**config.mk**
```make
export PLATFORM = sky130hd
export DESIGN_NAME = fetch_top
export DESIGN_NICKNAME = d
export VERILOG_FILES = /design/src/fetch_pkg.sv /design/src/axi_rd_if.sv /design/src/fetch_csr.sv /design/src/fetch_top.sv /design/src/ifu.sv /design/src/pc_reg.sv
export VERILOG_INCLUDE_DIRS = /design/src
export SDC_FILE = /design/constraint.sdc
export NUM_CORES = 1
export LEC_CHECK = 0
export ABC_AREA = 1
export BUFFER_PORTS_ARGS = -buffer_cell sky130_fd_sc_hd__buf_2
export CORE_UTILIZATION = 35
export DETAILED_ROUTE_END_ITERATION = 7
export PLACE_DENSITY_LB_ADDON = 0.05
export SETUP_SLACK_MARGIN = 0.05
export SKIP_LAST_GASP = 1
export SYNTH_ARGS = -nofsm -noshare
export SYNTH_HDL_FRONTEND = slang
export SYNTH_SLANG_ARGS = --single-unit
```
**constraint.sdc**
```tcl
create_clock -name clk -period 5.5 [get_ports clk]
set_clock_uncertainty 0.2 [all_clocks]
set_input_delay 1.375 -clock clk [delete_from_list [all_inputs] [get_ports clk]]
set_output_delay 1.375 -clock clk [all_outputs]
set_load 0.01 [all_outputs]
```
**src/fetch_settings.svh**
```systemverilog
// ====================
// fetch front end settings
// widths, settle time, boot address and
// Wishbone register offsets
// ====================
`ifndef FETCH_SETTINGS_SVH
`define FETCH_SETTINGS_SVH

// instruction address width
`define FETCH_ADDR_W 32

// idle cycles after a pc write before the next fetch
`define FETCH_SETTLE_CYCLES 2

// boot address loaded at the first reset
`define FETCH_RESET_VECTOR 32'h8000_0000

// control block word offsets
`define CSR_CTRL       3'd0
`define CSR_RESET_VEC  3'd1
`define CSR_TRAP_VEC   3'd2
`define CSR_FAULT_ADDR 3'd3
`define CSR_FAULT_CNT  3'd4

`endif

```
**src/fetch_pkg.sv**
```systemverilog
// ====================
// fetch package
// state, response and register index types
// shared by the fetch front end
// ====================
`default_nettype none

package fetch_pkg;

	// fetch sequence, one instruction in flight
	typedef enum logic [2:0] {
		IDLE,
		ADDR,
		DATA,
		HOLD,
		UPDATE,
		SETTLE
	} fetch_state_t;

	// AXI read response codes
	typedef enum logic [1:0] {
		OKAY   = 2'b00,
		EXOKAY = 2'b01,
		SLVERR = 2'b10,
		DECERR = 2'b11
	} axi_resp_t;

	// word index into the control block
	typedef logic [2:0] csr_index_t;

endpackage

`default_nettype wire

```
**src/axi_rd_if.sv**
```systemverilog
// ====================
// AXI-Lite read channels
// address and data channel of one read port
// ====================
`default_nettype none
`include "fetch_settings.svh"

interface axi_rd_if;
	import fetch_pkg::*;

	// read address channel
	logic [`FETCH_ADDR_W-1:0] araddr;
	logic                     arvalid;
	logic                     arready;

	// read data channel
	logic [31:0] rdata;
	axi_resp_t   rresp;
	logic        rvalid;
	logic        rready;

	modport master (
		output araddr, arvalid, rready,
		input  arready, rdata, rresp, rvalid
	);

	modport slave (
		input  araddr, arvalid, rready,
		output arready, rdata, rresp, rvalid
	);

endinterface

`default_nettype wire

```
**src/fetch_csr.sv**
```systemverilog
// ====================
// fetch control block
// Wishbone classic slave with fetch enable,
// reset and trap vectors and fault status
// ====================
`default_nettype none
`include "fetch_settings.svh"

module fetch_csr (
	input  logic                     clk,
	input  logic                     reset,
	input  logic                     wb_cyc,
	input  logic                     wb_stb,
	input  logic                     wb_we,
	input  logic [2:0]               wb_adr,
	input  logic [31:0]              wb_dat_w,
	output logic [31:0]              wb_dat_r,
	output logic                     wb_ack,
	input  logic                     fault_pulse,
	input  logic [`FETCH_ADDR_W-1:0] fault_pc,
	output logic                     fetch_en,
	output logic [`FETCH_ADDR_W-1:0] reset_vec,
	output logic [`FETCH_ADDR_W-1:0] trap_vec
);
	import fetch_pkg::*;

	csr_index_t               idx;
	logic                     req;
	logic                     wr;
	logic [31:0]              rd_data;
	logic [`FETCH_ADDR_W-1:0] fault_addr;
	logic [31:0]              fault_cnt;
	// boot address, loaded into the pc by the next reset
	logic [`FETCH_ADDR_W-1:0] boot_vec = `FETCH_RESET_VECTOR;

	assign idx = csr_index_t'(wb_adr);
	// one access per strobe, ack drops the cycle after
	assign req = wb_cyc && wb_stb && !wb_ack;
	assign wr = req && wb_we;
	assign reset_vec = boot_vec;

	always_comb begin
		case (idx)
			`CSR_CTRL:       rd_data = {31'b0, fetch_en};
			`CSR_RESET_VEC:  rd_data = boot_vec;
			`CSR_TRAP_VEC:   rd_data = trap_vec;
			`CSR_FAULT_ADDR: rd_data = fault_addr;
			`CSR_FAULT_CNT:  rd_data = fault_cnt;
			default:         rd_data = '0;
		endcase
	end

	always_ff @(posedge clk) begin
		if (reset) begin
			wb_ack     <= 1'b0;
			fetch_en   <= 1'b0;
			trap_vec   <= '0;
			fault_addr <= '0;
			fault_cnt  <= '0;
		end else begin
			wb_ack <= req;
			if (fault_pulse) begin
				fault_addr <= fault_pc;
				// counter sticks at all ones
				if (fault_cnt != '1)
					fault_cnt <= fault_cnt + 1'b1;
			end
			// a write to the counter wins over a fault in the same cycle
			if (wr) begin
				case (idx)
					`CSR_CTRL:      fetch_en <= wb_dat_w[0];
					`CSR_TRAP_VEC:  trap_vec <= {wb_dat_w[`FETCH_ADDR_W-1:2], 2'b00};
					`CSR_FAULT_CNT: fault_cnt <= '0;
					default: ;
				endcase
			end
		end
	end

	always_ff @(posedge clk) begin
		if (wr && idx == `CSR_RESET_VEC)
			boot_vec <= {wb_dat_w[`FETCH_ADDR_W-1:2], 2'b00};
	end

	// read data lines up with ack
	always_ff @(posedge clk) begin
		if (req)
			wb_dat_r <= rd_data;
	end

	// ack answers a strobe that is still held, once
	ack_single_a: assert property (@(posedge clk) disable iff (reset)
		wb_ack |-> wb_cyc && wb_stb && !$past(wb_ack))
		else $error("wishbone ack repeated or outside a request");

endmodule

`default_nettype wire

```
**src/fetch_top.sv**
```systemverilog
// ====================
// fetch front end top
// control block, fetch unit and pc register
// with flat AXI-Lite and Wishbone ports
// ====================
`default_nettype none
`include "fetch_settings.svh"

module fetch_top (
	input  logic                     clk,
	input  logic                     reset,
	input  logic [`FETCH_ADDR_W-1:0] npc,
	input  logic                     id_ready,
	output logic                     if_valid,
	output logic [31:0]              inst,
	output logic [`FETCH_ADDR_W-1:0] pc,
	output logic [`FETCH_ADDR_W-1:0] axi_araddr,
	output logic                     axi_arvalid,
	input  logic                     axi_arready,
	input  logic [31:0]              axi_rdata,
	input  fetch_pkg::axi_resp_t     axi_rresp,
	input  logic                     axi_rvalid,
	output logic                     axi_rready,
	input  logic                     wb_cyc,
	input  logic                     wb_stb,
	input  logic                     wb_we,
	input  logic [2:0]               wb_adr,
	input  logic [31:0]              wb_dat_w,
	output logic [31:0]              wb_dat_r,
	output logic                     wb_ack
);

	logic                     fetch_en;
	logic [`FETCH_ADDR_W-1:0] reset_vec;
	logic [`FETCH_ADDR_W-1:0] trap_vec;
	logic                     pc_w;
	logic                     fault_pulse;

	axi_rd_if axi ();

	// flatten the read port
	assign axi_araddr  = axi.araddr;
	assign axi_arvalid = axi.arvalid;
	assign axi_rready  = axi.rready;
	assign axi.arready = axi_arready;
	assign axi.rdata   = axi_rdata;
	assign axi.rresp   = axi_rresp;
	assign axi.rvalid  = axi_rvalid;

	fetch_csr i_fetch_csr (
		.clk         (clk),
		.reset       (reset),
		.wb_cyc      (wb_cyc),
		.wb_stb      (wb_stb),
		.wb_we       (wb_we),
		.wb_adr      (wb_adr),
		.wb_dat_w    (wb_dat_w),
		.wb_dat_r    (wb_dat_r),
		.wb_ack      (wb_ack),
		.fault_pulse (fault_pulse),
		.fault_pc    (pc),
		.fetch_en    (fetch_en),
		.reset_vec   (reset_vec),
		.trap_vec    (trap_vec)
	);

	ifu i_ifu (
		.clk         (clk),
		.reset       (reset),
		.fetch_en    (fetch_en),
		.pc          (pc),
		.id_ready    (id_ready),
		.axi         (axi.master),
		.if_valid    (if_valid),
		.inst        (inst),
		.pc_w        (pc_w),
		.fault_pulse (fault_pulse)
	);

	// a fault loads the trap vector
	pc_reg i_pc_reg (
		.clk       (clk),
		.reset     (reset),
		.pc_w      (pc_w),
		.fault_w   (fault_pulse),
		.npc       (npc),
		.reset_vec (reset_vec),
		.trap_vec  (trap_vec),
		.pc        (pc)
	);

endmodule

`default_nettype wire

```
**src/ifu.sv**
```systemverilog
// ====================
// instruction fetch unit
// reads one word over AXI-Lite, hands it to
// decode and steps the pc after acceptance
// ====================
`default_nettype none
`include "fetch_settings.svh"

module ifu (
	input  logic                     clk,
	input  logic                     reset,
	input  logic                     fetch_en,
	input  logic [`FETCH_ADDR_W-1:0] pc,
	input  logic                     id_ready,
	axi_rd_if.master                 axi,
	output logic                     if_valid,
	output logic [31:0]              inst,
	output logic                     pc_w,
	output logic                     fault_pulse
);
	import fetch_pkg::*;

	localparam int SETTLE_CYC = `FETCH_SETTLE_CYCLES;
	localparam int CNT_W = $clog2(SETTLE_CYC + 2);

	fetch_state_t     state;
	logic [CNT_W-1:0] settle_cnt;
	axi_resp_t        rresp_q;
	logic             resp_err;
	logic             r_xfer;

	assign r_xfer = axi.rvalid && axi.rready;
	// slave or decode error means access fault
	assign resp_err = (rresp_q == SLVERR) || (rresp_q == DECERR);

	always_ff @(posedge clk) begin
		if (reset) begin
			state       <= IDLE;
			if_valid    <= 1'b0;
			pc_w        <= 1'b0;
			fault_pulse <= 1'b0;
			axi.arvalid <= 1'b0;
			axi.rready  <= 1'b0;
			settle_cnt  <= '0;
		end else begin
			case (state)
				IDLE: begin
					if (fetch_en) begin
						axi.arvalid <= 1'b1;
						state       <= ADDR;
					end
				end
				ADDR: begin
					// address accepted, wait for data
					if (axi.arready) begin
						axi.arvalid <= 1'b0;
						axi.rready  <= 1'b1;
						state       <= DATA;
					end
				end
				DATA: begin
					if (r_xfer) begin
						axi.rready <= 1'b0;
						state      <= HOLD;
					end
				end
				HOLD: begin
					if (!if_valid) begin
						if (resp_err) begin
							fault_pulse <= 1'b1;
							state       <= UPDATE;
						end else begin
							if_valid <= 1'b1;
						end
					end else if (id_ready) begin
						// decode took it, move the pc on
						if_valid <= 1'b0;
						pc_w     <= 1'b1;
						state    <= UPDATE;
					end
				end
				UPDATE: begin
					pc_w        <= 1'b0;
					fault_pulse <= 1'b0;
					if (SETTLE_CYC == 0) begin
						state <= IDLE;
					end else begin
						settle_cnt <= CNT_W'(SETTLE_CYC - 1);
						state      <= SETTLE;
					end
				end
				SETTLE: begin
					if (settle_cnt == '0)
						state <= IDLE;
					else
						settle_cnt <= settle_cnt - 1'b1;
				end
				default: state <= IDLE;
			endcase
		end
	end

	// address and returned word
	always_ff @(posedge clk) begin
		if (state == IDLE && fetch_en)
			axi.araddr <= pc;
		if (state == DATA && r_xfer) begin
			inst    <= axi.rdata;
			rresp_q <= axi.rresp;
		end
	end

	inst_hold_a: assert property (@(posedge clk) disable iff (reset)
		if_valid && !id_ready |=> if_valid && $stable(inst))
		else $error("instruction dropped or changed while stalled");

endmodule

`default_nettype wire

```
**src/pc_reg.sv**
```systemverilog
// ====================
// program counter
// boots from the reset vector, then takes
// the next address or the trap vector
// ====================
`default_nettype none
`include "fetch_settings.svh"

module pc_reg (
	input  logic                     clk,
	input  logic                     reset,
	input  logic                     pc_w,
	input  logic                     fault_w,
	input  logic [`FETCH_ADDR_W-1:0] npc,
	input  logic [`FETCH_ADDR_W-1:0] reset_vec,
	input  logic [`FETCH_ADDR_W-1:0] trap_vec,
	output logic [`FETCH_ADDR_W-1:0] pc
);

	always_ff @(posedge clk) begin
		if (reset)
			pc <= reset_vec;
		else if (fault_w)
			pc <= trap_vec;
		else if (pc_w)
			pc <= npc;
	end

	// ifu sends either an update or a fault, never both
	pc_excl_a: assert property (@(posedge clk) disable iff (reset)
		!(pc_w && fault_w))
		else $error("pc_w and fault_w together");

	// the control block keeps the trap vector aligned
	trap_align_a: assert property (@(posedge clk) disable iff (reset)
		fault_w |=> pc[1:0] == 2'b00)
		else $error("trap target not word aligned");

endmodule

`default_nettype wire

```
Word-level counts from Yosys, hierarchy flattened

Index checks and enable logic that the tools add are counted.
W data, S select, Z words.

Register bits: 266
Bits in latches: 0
Bits in writable memories: 0
Bits in read-only memories: 0
Bits of input ports: 109
Output and inout bits: 132
Word-level logic and storage cells: 103
Memories kept: 0

Add/subtract/negate cells: 2
$mul: 0
Div/mod/pow operators: 0
$lt $le $gt $ge: 0
Equal/unequal tests: 23
Shifts and indexed selects: 0
Muxes and demuxes: 33
Bitwise logic cells: 0
Reductions and logical operators: 26

Operators by type and width:

| cell                    | count |
|---|---|
| $mux W32                | 7 |
| $pmux W32 S5            | 1 |
| $add A32 B1 Y32 const B | 1 |
| $ne A32 B32 Y1 const B  | 1 |
| $mux W3                 | 7 |
| $pmux W3 S6             | 1 |
| $eq A3 B2 Y1 const B    | 4 |
| $reduce_and A3 Y1       | 4 |
| $mux W1                 | 11 |
| $ne A2 B2 Y1 const B    | 5 |
| $eq A3 B3 Y1 const B    | 3 |
| $ne A2 B1 Y1 const B    | 4 |
| $pmux W1 S2             | 4 |
| $reduce_bool A2 Y1      | 4 |
| $logic_and A1 B1 Y1     | 7 |
| $eq A3 B1 Y1 const B    | 2 |
| $logic_not A3 Y1        | 2 |
| $reduce_and A2 Y1       | 3 |
| $reduce_and A6 Y1       | 1 |
| $eq A2 B2 Y1 const B    | 2 |
| $pmux W2 S2             | 1 |
| $ne A3 B1 Y1 const B    | 1 |
| $ne A3 B3 Y1 const B    | 1 |
| $reduce_bool A3 Y1      | 1 |
| other kinds (6)         | 6 |

Depth between registers and ports, before layout

Depth in word-level cells: 5
Mapped depth: 11
Gate-level depth less buffers: 11

Hierarchy

From an unflattened synthesis, not the netlist that was laid out.

Cells, all modules: 1287
Area, all modules: 11612.4 µm²

Modules (own cells, without submodules):

| module    | instances | cells each | area each (µm²) | sequential area each (µm²) |
|---|---|---|---|---|
| fetch_csr | 1         | 859        | 7119.3          | 3783.6 |
| ifu       | 1         | 154        | 2518.7          | 2152.1 |
| pc_reg    | 1         | 274        | 1974.4          | 960.9 |

Least setup slack after synthesis

OpenSTA, ideal clock, no wires.

Path kind: in2reg
Start point: in axi_rvalid
End point: reg i_ifu.inst[0] (enable)
Library setup time: 0.464 ns
Arrival: 3.709 ns
Data required time: 4.836 ns
Slack: 1.127 ns
Cell stages on the path: 2
Buffers on the path: 0
Path through: inv_1 > nor3_1

Cells in the longest elaborated chain, start to end: 2

Ends and longest elaborated chain:

| item                 | line            | source |
|---|---|---|
| from (decl)          | fetch_top.sv:22 | `input logic axi_rvalid,` |
| $logic_and A1 B1 Y1  | ifu.sv:32       | `assign r_xfer = axi.rvalid && axi.rready;` |
| $logic_and A1 B1 Y1  | ifu.sv:107      | `if (state == DATA && r_xfer) begin` |
| to (signal assigned) | ifu.sv:108      | `inst <= axi.rdata;` |
| to (decl)            | ifu.sv:17       | `output logic [31:0] inst,` |

No other way between the ends.
A chain may end at the register's enable or synchronous reset.

Worst setup path after layout

Start point: in wb_adr[2]
End point: reg i_fetch_csr.wb_dat_r[24] (data pin)

Cells in the longest elaborated chain, start to end: 2
Elaborated cells between the ends (all ways): 6
Those cells by class: 4 x eq/ne; 1 x mux; 1 x reduce/logical

Ends and longest elaborated chain:

| item                                 | line            | source |
|---|---|---|
| from (decl)                          | fetch_top.sv:27 | `input logic [2:0] wb_adr,` |
| $eq A3 B3 Y1 (tied with other cells) | fetch_csr.sv:43 | `case (idx)` |
| $pmux W32 S5 *                       | fetch_csr.sv:43 |  |
| via i_fetch_csr.rd_data[24]          | fetch_csr.sv:30 | `logic [31:0] rd_data;` |
| to (signal assigned)                 | fetch_csr.sv:88 | `wb_dat_r <= rd_data;` |
| to (decl)                            | fetch_csr.sv:17 | `output logic [31:0] wb_dat_r,` |

The timed path passes the listed nets; every way through them passes the cells marked *.

==> flow_summary.json <==
{
  "p_leak_nw": 5.33,
  "clockBufferDepth": 3,
  "power_w": 0.00473,
  "power.internal_w": 0.00353,
  "core_mm2": 0.0308,
  "drive_gt1_frac": 0.226,
  "antenna_left": 0,
  "yosys_register_bits": 265,
  "root_buffer": "clkbuf_16",
  "rows": 64,
  "relSlewSlack": 0.259,
  "hold_viol_final": 0,
  "grt_use_total": 0.214,
  "dp_hpwl_um": 23000,
  "critical_path.max_stage_delay_ps": 720,
  "die_y_um": 180,
  "grt_max_degree": 60,
  "cts-buffers-inserted": 31,
  "initial_utilization": 0.358,
  "post-cts-setup-buffers": 0,
  "syn_to_final_growth_pct": 23.3,
  "cap_violations": 0,
  "report.final.slew_viol_count": 0,
  "globalplace.congestion": 0.906,
  "fin_nets": 1501,
  "yosysMostFrequentCell": "nor2_1",
  "cts_tree": "yes",
  "antenna_found_initial": 5,
  "netlist_top_cells_count": "nor2_1 (208), nand2_1 (200), edfxtp_1 (159)",
  "vias": 9172,
  "status": "finished, violations left",
  "postRouteWirelength_um": 35000,
  "yosysUniqueCellTypes": 34,
  "dieArea_mm2": 0.0323,
  "yosysSeqAreaShare": 0.625,
  "critPathMaxFanout": 28,
  "dr_wl_met3_um": 1980,
  "wire_per_inst_um": 19.3,
  "pwr-share-clk": 0.425,
  "synth_ff_type": "edfxtp_1",
  "overflow": 0,
  "grt_pass1_vias": 9101,
  "clock-sinks": 265,
  "wl_met2_um": 16300,
  "yosys_warnings": 0,
  "first_pass_iters": 7,
  "path_clk_slew_ps": 60,
  "dr.max_layer_used": "met5",
  "arrival_ps": 3570,
  "finalSetupTns_ps": 0,
  "synth_area_leader_cell": "edfxtp_1",
  "drc": 8,
  "criticalPathCategory": "in2reg",
  "synth_top_area_frac": 0.432,
  "synth_enable_flop_cells": 159,
  "chipWidth_um": 180,
  "pre_cts_ws_ps": 1490,
  "cts_max_level": 1,
  "drt-initial-drc-count": 719,
  "ios": 241,
  "syn_nets": 1278,
  "hold_buffers": 0,
  "peakVddDrop_v": 0.000238,
  "cp-end-kind": "register",
  "max_freq_mhz": 285,
  "min_path_type": "reg2reg",
  "min_period_ps": 3500,
  "synth_area_mm2": 0.0110,
  "fin_crit_sh": 0.637,
  "clk_latency_ps": 570,
  "comb_power_share": 0.092,
  "via_per_inst": 5.05,
  "critical_path.cell_chain": "buf_2 > clkinv_1 > buf_4 > nand3_1 > o2111ai_1",
  "syn_inst": 1167,
  "post_cts_resized": 0,
  "critPathRequiredTime_ps": 5570,
  "setup_viol": 0,
  "synth.avg_cell_area_um2": 9.46,
  "p_per_area_mw_per_mm2": 347,
  "io_buffers": 238,
  "critPathLaunchType": "input pin",
  "fin_ws_ps": 2000,
  "wl_met1_um": 16200,
  "grt_pass1_wl_um": 53500,
  "synth.area.top_cells": "edfxtp_1 (43%), dfxtp_1 (19%), nor2_1 (7.1%)",
  "synth_async_sr_flop_share": 0,
  "tightest_slew_ps": 1110,
  "p_sw_w": 0.00120,
  "slowest_stage": "nand3_1",
  "rsz0062_at_grt": "false",
  "pwr-share-seq": 0.483,
  "swShare": 0.254,
  "violations": "DRC",
  "holdWs_ps": 258
}
## kinds of logic (layout without fill, tap and decap cells)
| logic type | count (synthesis) | count (layout) | share of synthesized area |
|---|---|---|---|
| AND/OR/NAND/NOR | 527 | 527 | 0.205 |
| flip-flops | 265 | 265 | 0.625 |
| AO/OA/AOI/OAI | 213 | 213 | 0.108 |
| buffers and inverters | 152 | 400 | 0.0541 |
| XOR/XNOR | 8 | 8 | 0.00635 |
| adder cells (fa/ha/maj) | 2 | 2 | 0.00227 |
| other | 0 | 5 | 0 |
## placed cells by master (no fill, tap or decap), types with 2 or more instances in the layout
master | Yosys | layout
clkbuf_16 | 0 | 33
xor2_1 | 7 | 7
ha_1 | 2 | 2
nor2_4 | 2 | 3
inv_1 | 85 | 83
o2111ai_1 | 30 | 30
or2_2 | 5 | 5
nor2_2 | 3 | 4
o21ai_0 | 72 | 72
inv_2 | 0 | 2
nor3_1 | 6 | 5
buf_4 | 0 | 17
nand4_1 | 58 | 58
nand2_1 | 200 | 200
clkinv_2 | 0 | 3
a21oi_1 | 99 | 99
and3_1 | 2 | 2
dfxtp_1 | 106 | 105
edfxtp_1 | 159 | 159
buf_2 | 9 | 238
diode_2 | 0 | 5
nor2_1 | 208 | 206
nand3_2 | 2 | 2
o21ai_1 | 8 | 8
nand3_1 | 35 | 35
nand2_2 | 2 | 2
clkinv_1 | 2 | 2
clkbuf_1 | 47 | 16
## per-layer routing
| layer | track usage | vias up |
|---|---|---|
| li1 | - | 4470 |
| met1 | 0.295 | 4436 |
| met2 | 0.358 | 232 |
| met3 | 0.0355 | 32 |
| met4 | 0.0362 | 2 |
| met5 | 0 | - |
## per-stage QoR
stage,util,cell area [um2],std cells
floorplan,-,11000,1167
global placement,0.409,12600,1753
detailed placement,0.409,12600,1753
CTS,0.441,13600,1811
global route,0.441,13600,1811
finish,0.441,13600,1816
## power groups by stage
stage	Combinational (W)	Sequential, W	Clock [W]
2_1_floorplan	0.000241	0.00232	0
3_3_place_gp	0.000431	0.00233	0
3_5_place_dp	0.000437	0.00233	0
4_1_cts	0.000440	0.00229	0.00206
5_1_grt	0.000486	0.00230	0.00213
6_report	0.000435	0.00229	0.00201
## final timing paths
path | start | endpoint | slack [ps] | depth (start not counted)
setup / recovery | wb_adr[2] | i_fetch_csr.wb_dat_r[24] | 2000 | 5
hold / removal | i_ifu.settle_cnt[1] | i_ifu.settle_cnt[1] | 260 | 2
setup reg to reg | i_ifu.fault_pulse | i_pc_reg.pc[7] | 2900 | 3
hold reg to reg | i_ifu.settle_cnt[1] | i_ifu.settle_cnt[1] | 260 | 2
## worst max-delay path, delay by kind of cell
kind            cells  cell delay, ps
compound gates      1             190
buf+inv             3            1270
simple gates        1             720
## final cells by class
| class | count | area (um2) |
|---|---|---|
| fillers | 3120 | 17200 |
| diodes | 5 | 12.5 |
| multi-input cells | 750 | 3570 |
| clock buffers | 50 | 900 |
| inverters | 87 | 327 |
| clock inverters | 8 | 90.1 |
| flip-flops and latches | 265 | 6900 |
| well taps | 396 | 495 |
| repair buffers | 255 | 1320 |
Note: power is estimated with default switching activity, not from simulation.
